### config.mk
export PLATFORM = sky130hd
export DESIGN_NAME = rx_byte_buffer
export DESIGN_NICKNAME = d
export VERILOG_FILES = /design/src/source/usb_app_pkg.sv /design/src/source/rx_byte_buffer.sv
export VERILOG_INCLUDE_DIRS = /design/src /design/src/source
export SDC_FILE = /design/constraint.sdc
export NUM_CORES = 1
export LEC_CHECK = 0
export BUFFER_PORTS_ARGS = -buffer_cell sky130_fd_sc_hd__buf_4
export CORE_AREA = 3 3 40 42
export CTS_CLUSTER_SIZE = 20
export DETAILED_ROUTE_END_ITERATION = 7
export DIE_AREA = 0 0 43 45
export SETUP_SLACK_MARGIN = 0.3
export SLEW_MARGIN = 20
export SYNTH_ARGS = -nofsm -noshare
export SYNTH_HDL_FRONTEND = slang
export SYNTH_SLANG_ARGS = --single-unit
### constraint.sdc
create_clock -name clk_i -period 2.2 [get_ports clk_i]
set_input_delay 0.44 -clock clk_i [delete_from_list [all_inputs] [get_ports clk_i]]
set_output_delay 0.44 -clock clk_i [all_outputs]
set_load 0.1 [all_outputs]
### src/source/usb_app_settings.svh
`ifndef USB_APP_SETTINGS_SVH
`define USB_APP_SETTINGS_SVH

// Loopback capture RAM
`define USB_APP_RAM_SIZE 1024
`define USB_APP_RAM_AW 10

// CRC32 polynomial and start value
`define USB_APP_CRC_POLY 32'h04C11DB7
`define USB_APP_CRC_INIT 32'hFFFFFFFF

// Taps of the 24-bit LFSR, feedback is the XNOR of the selected bits
`define USB_APP_LFSR_TAPS 24'hE10000

`endif
### src/source/usb_app_pkg.sv
`include "usb_app_settings.svh"

package usb_app_pkg;

   typedef logic [7:0] byte_t;

   // Transfer length minus one
   typedef logic [23:0] count_t;

   typedef logic [23:0] addr_t;
   typedef logic [`USB_APP_RAM_AW-1:0] ram_addr_t;
   typedef logic [31:0] crc_t;
   typedef logic [23:0] lfsr_t;

   // Idle cycles after each data byte
   typedef logic [7:0] wait_t;

   // CMD_ESC is also the escape byte that starts command mode
   typedef enum logic [7:0] {
      CMD_ESC        = 8'h00,
      CMD_IN         = 8'h01,
      CMD_OUT        = 8'h02,
      CMD_ADDR       = 8'h03,
      CMD_WAIT       = 8'h04,
      CMD_LFSR_WRITE = 8'h05,
      CMD_LFSR_READ  = 8'h06,
      CMD_RAM_READ   = 8'h08
   } app_cmd_e;

   typedef enum logic [3:0] {
      ST_LOOPBACK,
      ST_CMD0,
      ST_CMD1,
      ST_CMD2,
      ST_CMD3,
      ST_IN,
      ST_OUT,
      ST_READ0,
      ST_READ1,
      ST_READ2,
      ST_READ3,
      ST_READ_RAM
   } app_state_e;

endpackage

### src/source/rx_byte_buffer.sv
`timescale 1ns/1ps

module rx_byte_buffer (
   input  logic                clk_i,
   input  logic                rstn,
   input  usb_app_pkg::byte_t  out_data_i,
   input  logic                out_valid_i,
   output logic                out_ready_o,
   input  logic                pause_i,
   input  logic                pop_i,
   output usb_app_pkg::byte_t  data_o,
   output logic                valid_o
);

   import usb_app_pkg::*;

   byte_t data_q;
   logic  full_q;
   logic  load;

   // Room when empty or emptied this cycle, none while pacing
   assign out_ready_o = (~full_q | pop_i) & ~pause_i;
   assign load = out_valid_i & out_ready_o;

   always_ff @(posedge clk_i or negedge rstn) begin
      if (!rstn) begin
         full_q <= 1'b0;
      end else if (load) begin
         full_q <= 1'b1;
      end else if (pop_i) begin
         full_q <= 1'b0;
      end
   end

   always_ff @(posedge clk_i) begin
      if (load) begin
         data_q <= out_data_i;
      end
   end

   assign data_o = data_q;
   assign valid_o = full_q;

   // A held byte must not change until the controller takes it
   a_hold_stable: assert property (
      @(posedge clk_i) disable iff (!rstn)
      valid_o && !pop_i |=> valid_o && $stable(data_o)
   );

endmodule

==> results_dict.tcl <==
set metrics [dict create \
    skew_ps 2.04 \
    cp.arrival_ps 1170 \
    syn_avg_cell_area_sq_um 21.4 \
    track_usage 0.0889 \
    drt_iter0_drc 2 \
    core_area_sq_mm 0.00128 \
    cts_resized 0 \
    worstSetupEndpointType "output pin" \
    p_clk_frac 0.279 \
    drive_above_1_share 0.683 \
    required_ps 1760 \
    total_power_mw 0.426 \
    hold_class "primary input to flip-flop" \
    synth_top_cell_by_area "edfxtp_1" \
    firstDrtPassIters 2 \
    initial_core_util 0.233 \
    fmax_mhz 622 \
    finalCritPeriodShare 0.731 \
    p_comb_frac 0.254 \
    cts_buffer_depth 2 \
    post-route-min-period_ps 1610 \
    tightest_slew_ps 604 \
    grt_first_pass_wirelength_um 1120 \
    p_int_mw 0.295 \
    grt.overflow.total 0 \
    min_from "out_data_i[0]" \
    htreeDepth 1 \
    crit_path_start_kind "flip-flop" \
    grt_max_degree 9 \
    worstSetupPathType "flip-flop to output pin" \
    portBuffers 22 \
    viasPerCell 4.00 \
    grt_pass1_vias 242 \
    yosys.cell_types.count 5 \
    dieWidth_um 43 \
    rows 13 \
    cts.sink_count 9 \
    drv_cap 0 \
    wl_per_cell_um 12.3 \
    p_seq_frac 0.466 \
    cts_buffers 3 \
    drt_wl_total_um 689 \
    synth.ff_latch_count 9 \
    antenna_found_initial 0 \
    ctsHoldBuffers 1 \
    drc 0 \
    finalMaxSlewViolations 0 \
    diodes 0 \
    clk_pin_slew_ps 60 \
    setup_total_negative_slack_ps 0 \
    seq_area_frac_synth 0.887 \
    synth_nets 27 \
    p_leak_nw 0.230 \
    swShare 0.307 \
    die_area_sq_mm 0.00194 \
    rsz0062_at_grt "false" \
    status "finished, final reports clean" \
    vias 224 \
    post_cts_buffers 0 \
    yosysWarnings 0 \
    synthesis.area_sq_um 299 \
    synthCells 14 \
    crit_fanout 3 \
    crit_start "valid_o" \
    synth_area_leaders "edfxtp_1 80%, dfrtp_1 8.4%, nor2b_4 4.6%, nand2b_1 4.2%, nor2_1 2.5%" \
    fin_nets 55 \
    pwr_density_cell_mw_per_mm2 807 \
    cts_root_buf "clkbuf_4" \
    cts_tree "built" \
    r2r-start "valid_o" \
    gp_congestion 0.696 \
    final_hold_viol_count 0 \
    clock_latency_ps 250 \
    ir_drop_mv 0.287 \
    postRouteAntennaNets 0 \
    area_growth_pct 76.6 \
    relSlewSlack 0.596 \
    io_pins 23 \
    setup_viol 0 \
    die_h_um 45 \
    synth_top_area_share 0.803 \
    p_switching_mw 0.131 \
]
## synth_stat cells
cell and instances:
edfxtp_1 8, nor2b_4 1, nor2_1 2, dfrtp_1 1
nand2b_1 2
## worst paths after layout
path,end,slack (ps),cells past startpoint
max in group asynchronous,valid_o,1610,2
max reg2reg,data_o[4],810,2
min in group asynchronous,valid_o,500,2
max,out_ready_o,590,3
min,data_o[0],360,1
min reg2reg,valid_o,690,2
## metrics by stage
stage               setup slack, ps  utilization  instance area [sq um]  hold WS (ps)  std cells
detailed placement              625        0.383                    492           218         51
global placement                665        0.383                    492           216         51
global route                    523        0.411                    528           336         56
finish                          593        0.411                    528           364         56
CTS                             575        0.411                    528           351         56
floorplan                       466            -                    308           144         14
## area by class of cell
type	instances	area, sq um
fill	137	757
sequential	9	267
timing repair buffer	23	175
multi-input combinational	5	41.3
clock buffer	4	26.3
tap	15	18.8
## kinds of logic after synthesis
logic type | after synthesis | synth area share
and+or+nand+nor | 5 | 0.113
DFF | 9 | 0.887
## layer usage
metal | vias up | wire length, um | global-route usage
li1 | 106 | - | -
met1 | 95 | 262 | 0.0937
met2 | 21 | 306 | 0.117
met3 | 2 | 112 | 0.0677
met4 | 0 | 7 | 0.0723
met5 | - | 0 | 0
## power groups by stage
stage / sequential (mW) / combinational [mW] / clock, mW
2_1_floorplan: 0.258 / 0.0193 / 0
3_3_place_gp: 0.202 / 0.107 / 0
3_5_place_dp: 0.202 / 0.108 / 0
4_1_cts: 0.199 / 0.109 / 0.128
5_1_grt: 0.200 / 0.112 / 0.141
6_report: 0.199 / 0.108 / 0.119
## placed cells by master, fill, tap and decap left out
cell type / n
edfxtp_1: 8
clkbuf_4: 3
dlygate4sd3_1: 1
clkbuf_1: 1
nand2b_1: 2
nor2b_4: 1
dfrtp_2: 1
nor2_1: 1
nor2_4: 1
buf_4: 22
## flip-flops by register name (all words and copies together) (netlist names)
name	cells
data_o	8
valid_o	1
## worst max-delay path, cell delays in order (launching register included)
cell,delay (ps)
dfrtp_2,400
nor2b_4,140
nor2_4,90
buf_4,280
No activity file was read; power rests on OpenSTA's default activity.
