**config.mk**
```make
export PLATFORM = sky130hd
export DESIGN_NAME = crc_lfsr_unit
export DESIGN_NICKNAME = d
export VERILOG_FILES = /design/src/source/usb_app_pkg.sv /design/src/source/crc_lfsr_unit.sv
export VERILOG_INCLUDE_DIRS = /design/src /design/src/source
export SDC_FILE = /design/constraint.sdc
export NUM_CORES = 1
export LEC_CHECK = 0
export BUFFER_PORTS_ARGS = -buffer_cell sky130_fd_sc_hd__buf_2
export CORE_MARGIN = 4
export CORE_UTILIZATION = 55
export CTS_CLUSTER_SIZE = 8
export DETAILED_ROUTE_END_ITERATION = 10
export GPL_ROUTABILITY_DRIVEN = 0
export PLACE_DENSITY = 0.83
export SLEW_MARGIN = 20
export SYNTH_ARGS = -nofsm -noshare
export SYNTH_HDL_FRONTEND = slang
export SYNTH_SLANG_ARGS = --single-unit
```
**constraint.sdc**
```tcl
create_clock -name clk_i -period 5.65 [get_ports clk_i]
set_clock_uncertainty 0.05 [all_clocks]
set_input_delay 1.13 -clock clk_i [delete_from_list [all_inputs] [get_ports clk_i]]
set_output_delay 1.13 -clock clk_i [all_outputs]
set_load 0.02 [all_outputs]
```
**src/source/usb_app_settings.svh**
```systemverilog
`ifndef USB_APP_SETTINGS_SVH
`define USB_APP_SETTINGS_SVH

// Loopback capture RAM
`define USB_APP_RAM_SIZE 1024
`define USB_APP_RAM_AW 10

// CRC32 polynomial and start value
`define USB_APP_CRC_POLY 32'h04C11DB7
`define USB_APP_CRC_INIT 32'hFFFFFFFF

// Taps of the 24-bit LFSR, feedback is the XNOR of the selected bits
`define USB_APP_LFSR_TAPS 24'hE10000

`endif
```
**src/source/usb_app_pkg.sv**
```systemverilog
`include "usb_app_settings.svh"

package usb_app_pkg;

   typedef logic [7:0] byte_t;

   // Transfer length minus one
   typedef logic [23:0] count_t;

   typedef logic [23:0] addr_t;
   typedef logic [`USB_APP_RAM_AW-1:0] ram_addr_t;
   typedef logic [31:0] crc_t;
   typedef logic [23:0] lfsr_t;

   // Idle cycles after each data byte
   typedef logic [7:0] wait_t;

   // CMD_ESC is also the escape byte that starts command mode
   typedef enum logic [7:0] {
      CMD_ESC        = 8'h00,
      CMD_IN         = 8'h01,
      CMD_OUT        = 8'h02,
      CMD_ADDR       = 8'h03,
      CMD_WAIT       = 8'h04,
      CMD_LFSR_WRITE = 8'h05,
      CMD_LFSR_READ  = 8'h06,
      CMD_RAM_READ   = 8'h08
   } app_cmd_e;

   typedef enum logic [3:0] {
      ST_LOOPBACK,
      ST_CMD0,
      ST_CMD1,
      ST_CMD2,
      ST_CMD3,
      ST_IN,
      ST_OUT,
      ST_READ0,
      ST_READ1,
      ST_READ2,
      ST_READ3,
      ST_READ_RAM
   } app_state_e;

endpackage

```
**src/source/crc_lfsr_unit.sv**
```systemverilog
`timescale 1ns/1ps
`include "usb_app_settings.svh"

module crc_lfsr_unit (
   input  logic                clk_i,
   input  logic                rstn,
   input  logic                crc_init_i,
   input  logic                crc_update_i,
   input  usb_app_pkg::byte_t  crc_data_i,
   input  logic                lfsr_load_i,
   input  logic [1:0]          lfsr_lane_i,
   input  usb_app_pkg::byte_t  lfsr_data_i,
   input  logic                lfsr_step_i,
   output usb_app_pkg::crc_t   crc_result_o,
   output usb_app_pkg::lfsr_t  lfsr_o
);

   import usb_app_pkg::*;

   crc_t  crc_q;
   lfsr_t lfsr_q;

   // Bit-serial update, data bit 0 enters first
   function automatic crc_t crc32_byte(byte_t data, crc_t crc);
      crc_t c;
      c = crc;
      for (int i = 0; i < 8; i++) begin
         if (data[i] ^ c[31]) begin
            c = {c[30:0], 1'b0} ^ `USB_APP_CRC_POLY;
         end else begin
            c = {c[30:0], 1'b0};
         end
      end
      return c;
   endfunction

   function automatic byte_t rev8(byte_t data);
      byte_t r;
      for (int i = 0; i < 8; i++) begin
         r[i] = data[7-i];
      end
      return r;
   endfunction

   always_ff @(posedge clk_i or negedge rstn) begin
      if (!rstn) begin
         crc_q <= `USB_APP_CRC_INIT;
         lfsr_q <= '0;
      end else begin
         if (crc_init_i) begin
            crc_q <= `USB_APP_CRC_INIT;
         end else if (crc_update_i) begin
            crc_q <= crc32_byte(crc_data_i, crc_q);
         end
         if (lfsr_load_i) begin
            case (lfsr_lane_i)
               2'd0: lfsr_q[7:0] <= lfsr_data_i;
               2'd1: lfsr_q[15:8] <= lfsr_data_i;
               2'd2: lfsr_q[23:16] <= lfsr_data_i;
               default: lfsr_q <= lfsr_q;
            endcase
         end else if (lfsr_step_i) begin
            lfsr_q <= {lfsr_q[22:0], ~^(lfsr_q & `USB_APP_LFSR_TAPS)};
         end
      end
   end

   // Checksum as sent on the wire, top byte goes out first
   assign crc_result_o = {rev8(~crc_q[31:24]), rev8(~crc_q[23:16]),
                          rev8(~crc_q[15:8]), rev8(~crc_q[7:0])};
   assign lfsr_o = lfsr_q;

   a_crc_strobes: assert property (
      @(posedge clk_i) disable iff (!rstn)
      !(crc_init_i && crc_update_i)
   );

endmodule

```
==> results.yml <==
setup_path:
  required_ns: 5.83
  endpoint_kind: "flop"
  cpMaxStageDelayCell: "clkinv_1"
  cp.arrival_ns: 2.98
  crit_buf_inv: 2
  r2r_slack_ns: 3.40
  path_depth: 4
  slowest_delay_ns: 0.73
  path_max_fanout: 33
  criticalPathCategory: "in2reg"
  crit_family: "buffers and inverters"
  reg2reg_from: "crc_q[30]"
  r2r_cells: 5
  worstSetupStartpointType: "input port"
  startpoint: "crc_update_i"
  worstPathCellList: "buf_2 -> clkinv_1 -> nor2_1 -> a21oi_1"
synth:
  ys.flop_type: "dfstp_2"
  synth_area_um2: 3200
  ys_ff_latch: 56
  synth_area_leaders: "dfstp_2 (26%), dfrtp_1 (19%), xnor2_1 (13%), mux2i_1 (6.6%), a21oi_1 (4.9%)"
  yosysTopAreaCell: "dfstp_2"
  synth_top_area_share_pct: 26.3
  async_flop_share_pct: 100
  ys_types: 27
  synthTopCellsByCount: "xnor2_1 (49), inv_1 (34), dfstp_2 (32), a21oi_1 (31), nand2_1 (25)"
  synth_edf_count: 0
  syn_nets: 342
  yosysMostFrequentCell: "xnor2_1"
  yosysSeqAreaShare_pct: 45.1
  synthCells: 318
  syn_area_per_cell_um2: 10.1
  yosys_warnings: 0
grt:
  grt_pass1_vias: 2413
  met2_usage_pct: 32.5
  grt_pass1_wl_mm: 11.9
  antenna_found_initial: 0
  overflow: 0
  use_met1_pct: 29.7
  grt_max_degree: 57
  top_usage_layer: "met2"
  grtUsageTotal_pct: 20.8
  use_met3_pct: 3.93
power_and_ir_drop:
  p_per_area_nw_per_um2: 532
  irDropWorstVdd_mv: 0.349
  cellLeakagePower_nw: 1.85
  power_mw: 1.98
timing:
  setup_violations: 0
  hold_viol: 0
  fmax_mhz: 356
  finalMaxSlewViolations: 0
  maxSlewHeadroom_pct: 53.6
  rsz0062_at_grt: "false"
  worstMarginPinSlew_ns: 0.692
  fin_tns_setup_ns: 0
  period_minus_slack_ns: 2.81
  timing.final.crit_share_pct: 49.7
detailed_routing:
  avgRoutedWirePerCell_um: 15.3
  wl_mm: 7.07
  ant_nets: 0
  firstDrtPassIters: 4
  first_iter_violations: 198
  vias: 2391
  drc: 0
  viasPerCell: 5.16
finish:
  antenna_cells: 0
  fin_area_um2: 3730
  nFillCells: 457
  drive_above_1_share_pct: 33.5
  nets: 414
  synthToLayoutAreaGrowth_pct: 16.6
  final_cells: 463
clocking:
  cts_sinks: 56
  htreeDepth: 2
  clockBufferDepth: 2
  clk_pin_slew_worst_paths_ns: 0.11
  numCtsBuffers: 5
  root_buffer: "clkbuf_8"
  holdBufCountCts: 0
  cts_tree: "built"
  post_cts_resized: 0
  clkLatencyLatePin_ns: 0.31
  cts_setup_buffers: 0
floorplan:
  die-height_um: 84.3
  rows: 27
  io_pins: 80
  die-area_um2: 7100
  initial_core_util_pct: 57.4
  coreArea_um2: 5570
  die_x_um: 84.3
placed_design:
  placed_cells: 455
  dpl_cell_area_um2: 3630
  hpwl_mm: 5.32
  io_buffers: 79
status:
  status: "completed"
flow_run:
  max_cap_violations: 0
worst_hold_path:
  hp-start: "lfsr_o[3]"
  hp-class: "reg2reg"
  hold-path-cell-count: 2
==> cell usage in the layout, fill, tap and decap left out, drive strengths merged, types with 2 or more instances in the layout <==
| cell | instances |
|---|---|
| nor2 | 20 |
| nand3b | 2 |
| mux2i | 21 |
| nor3 | 5 |
| clkinv | 3 |
| inv | 35 |
| clkbuf | 5 |
| o21ai | 19 |
| a211o | 3 |
| xnor2 | 55 |
| nand2 | 25 |
| xnor3 | 3 |
| o211ai | 12 |
| dfstp | 32 |
| dfrtp | 24 |
| a21oi | 31 |
| buf | 80 |
| a31oi | 2 |
| xor2 | 11 |
==> kinds of logic after synthesis <==
group | count (synthesis) | synth area share (%)
multiplexers | 22 | 6.92
XOR/XNOR | 69 | 23.2
buffers and inverters | 50 | 5.87
AND/OR/NAND/NOR | 52 | 6.53
flip-flops | 56 | 45.1
AO/OA/AOI/OAI | 69 | 12.4
==> worst reg2reg max path, stage by stage (launching register included) <==
cell and delay [ns]:
dfstp_2 0.60, xor2_4 0.35, xnor2_1 0.32, xnor3_2 0.55
xnor2_1 0.15, o21ai_1 0.16
==> per-stage QoR <==
stage	worst slack (ns)	utilization (%)	hold slack, ns
6_report	2.84	66.9	0.467
5_1_grt	2.68	66.9	0.513
4_1_cts	2.90	66.9	0.471
3_5_place_dp	2.57	65.2	0.445
3_3_place_gp	2.69	65.2	0.442
2_1_floorplan	3.08	-	0.464
==> power breakdown <==
group / internal, mW / switching (mW) / leakage (nW) / total, mW
Clock: 0.0907 / 0.138 / 0.0487 / 0.229
Sequential: 0.559 / 0.0893 / 0.611 / 0.649
Combinational: 0.493 / 0.613 / 1.19 / 1.11
Total: 1.14 / 0.840 / 1.85 / 1.98
==> layer usage <==
metal	share of wire, %	wire length, um
met1	46	3280
met2	47	3290
met3	6.1	433
met4	0.91	64
met5	0	0
==> final cells by class <==
cell class	instances	area, um^2	share of cell area [%]
clock buffer	5	68.8	1.85
clock inverter	3	26.3	0.704
inverter	35	131	3.52
multi-input combinational	212	1570	42.1
sequential	56	1440	38.6
tap	72	90.1	2.42
timing repair buffer	80	403	10.8
==> sequential cells by signal (all words and copies together), names as in the netlist <==
register	count
crc_q	32
lfsr_o	24
==> path summary, 6_finish.rpt <==
kind | end
hold / removal | lfsr_o[3]
hold reg to reg | lfsr_o[3]
min in group asynchronous | lfsr_o[23]
setup reg to reg | crc_q[10]
max in group asynchronous | lfsr_o[15]
setup / recovery | crc_q[4]
Power figures use the tool's default switching activity.
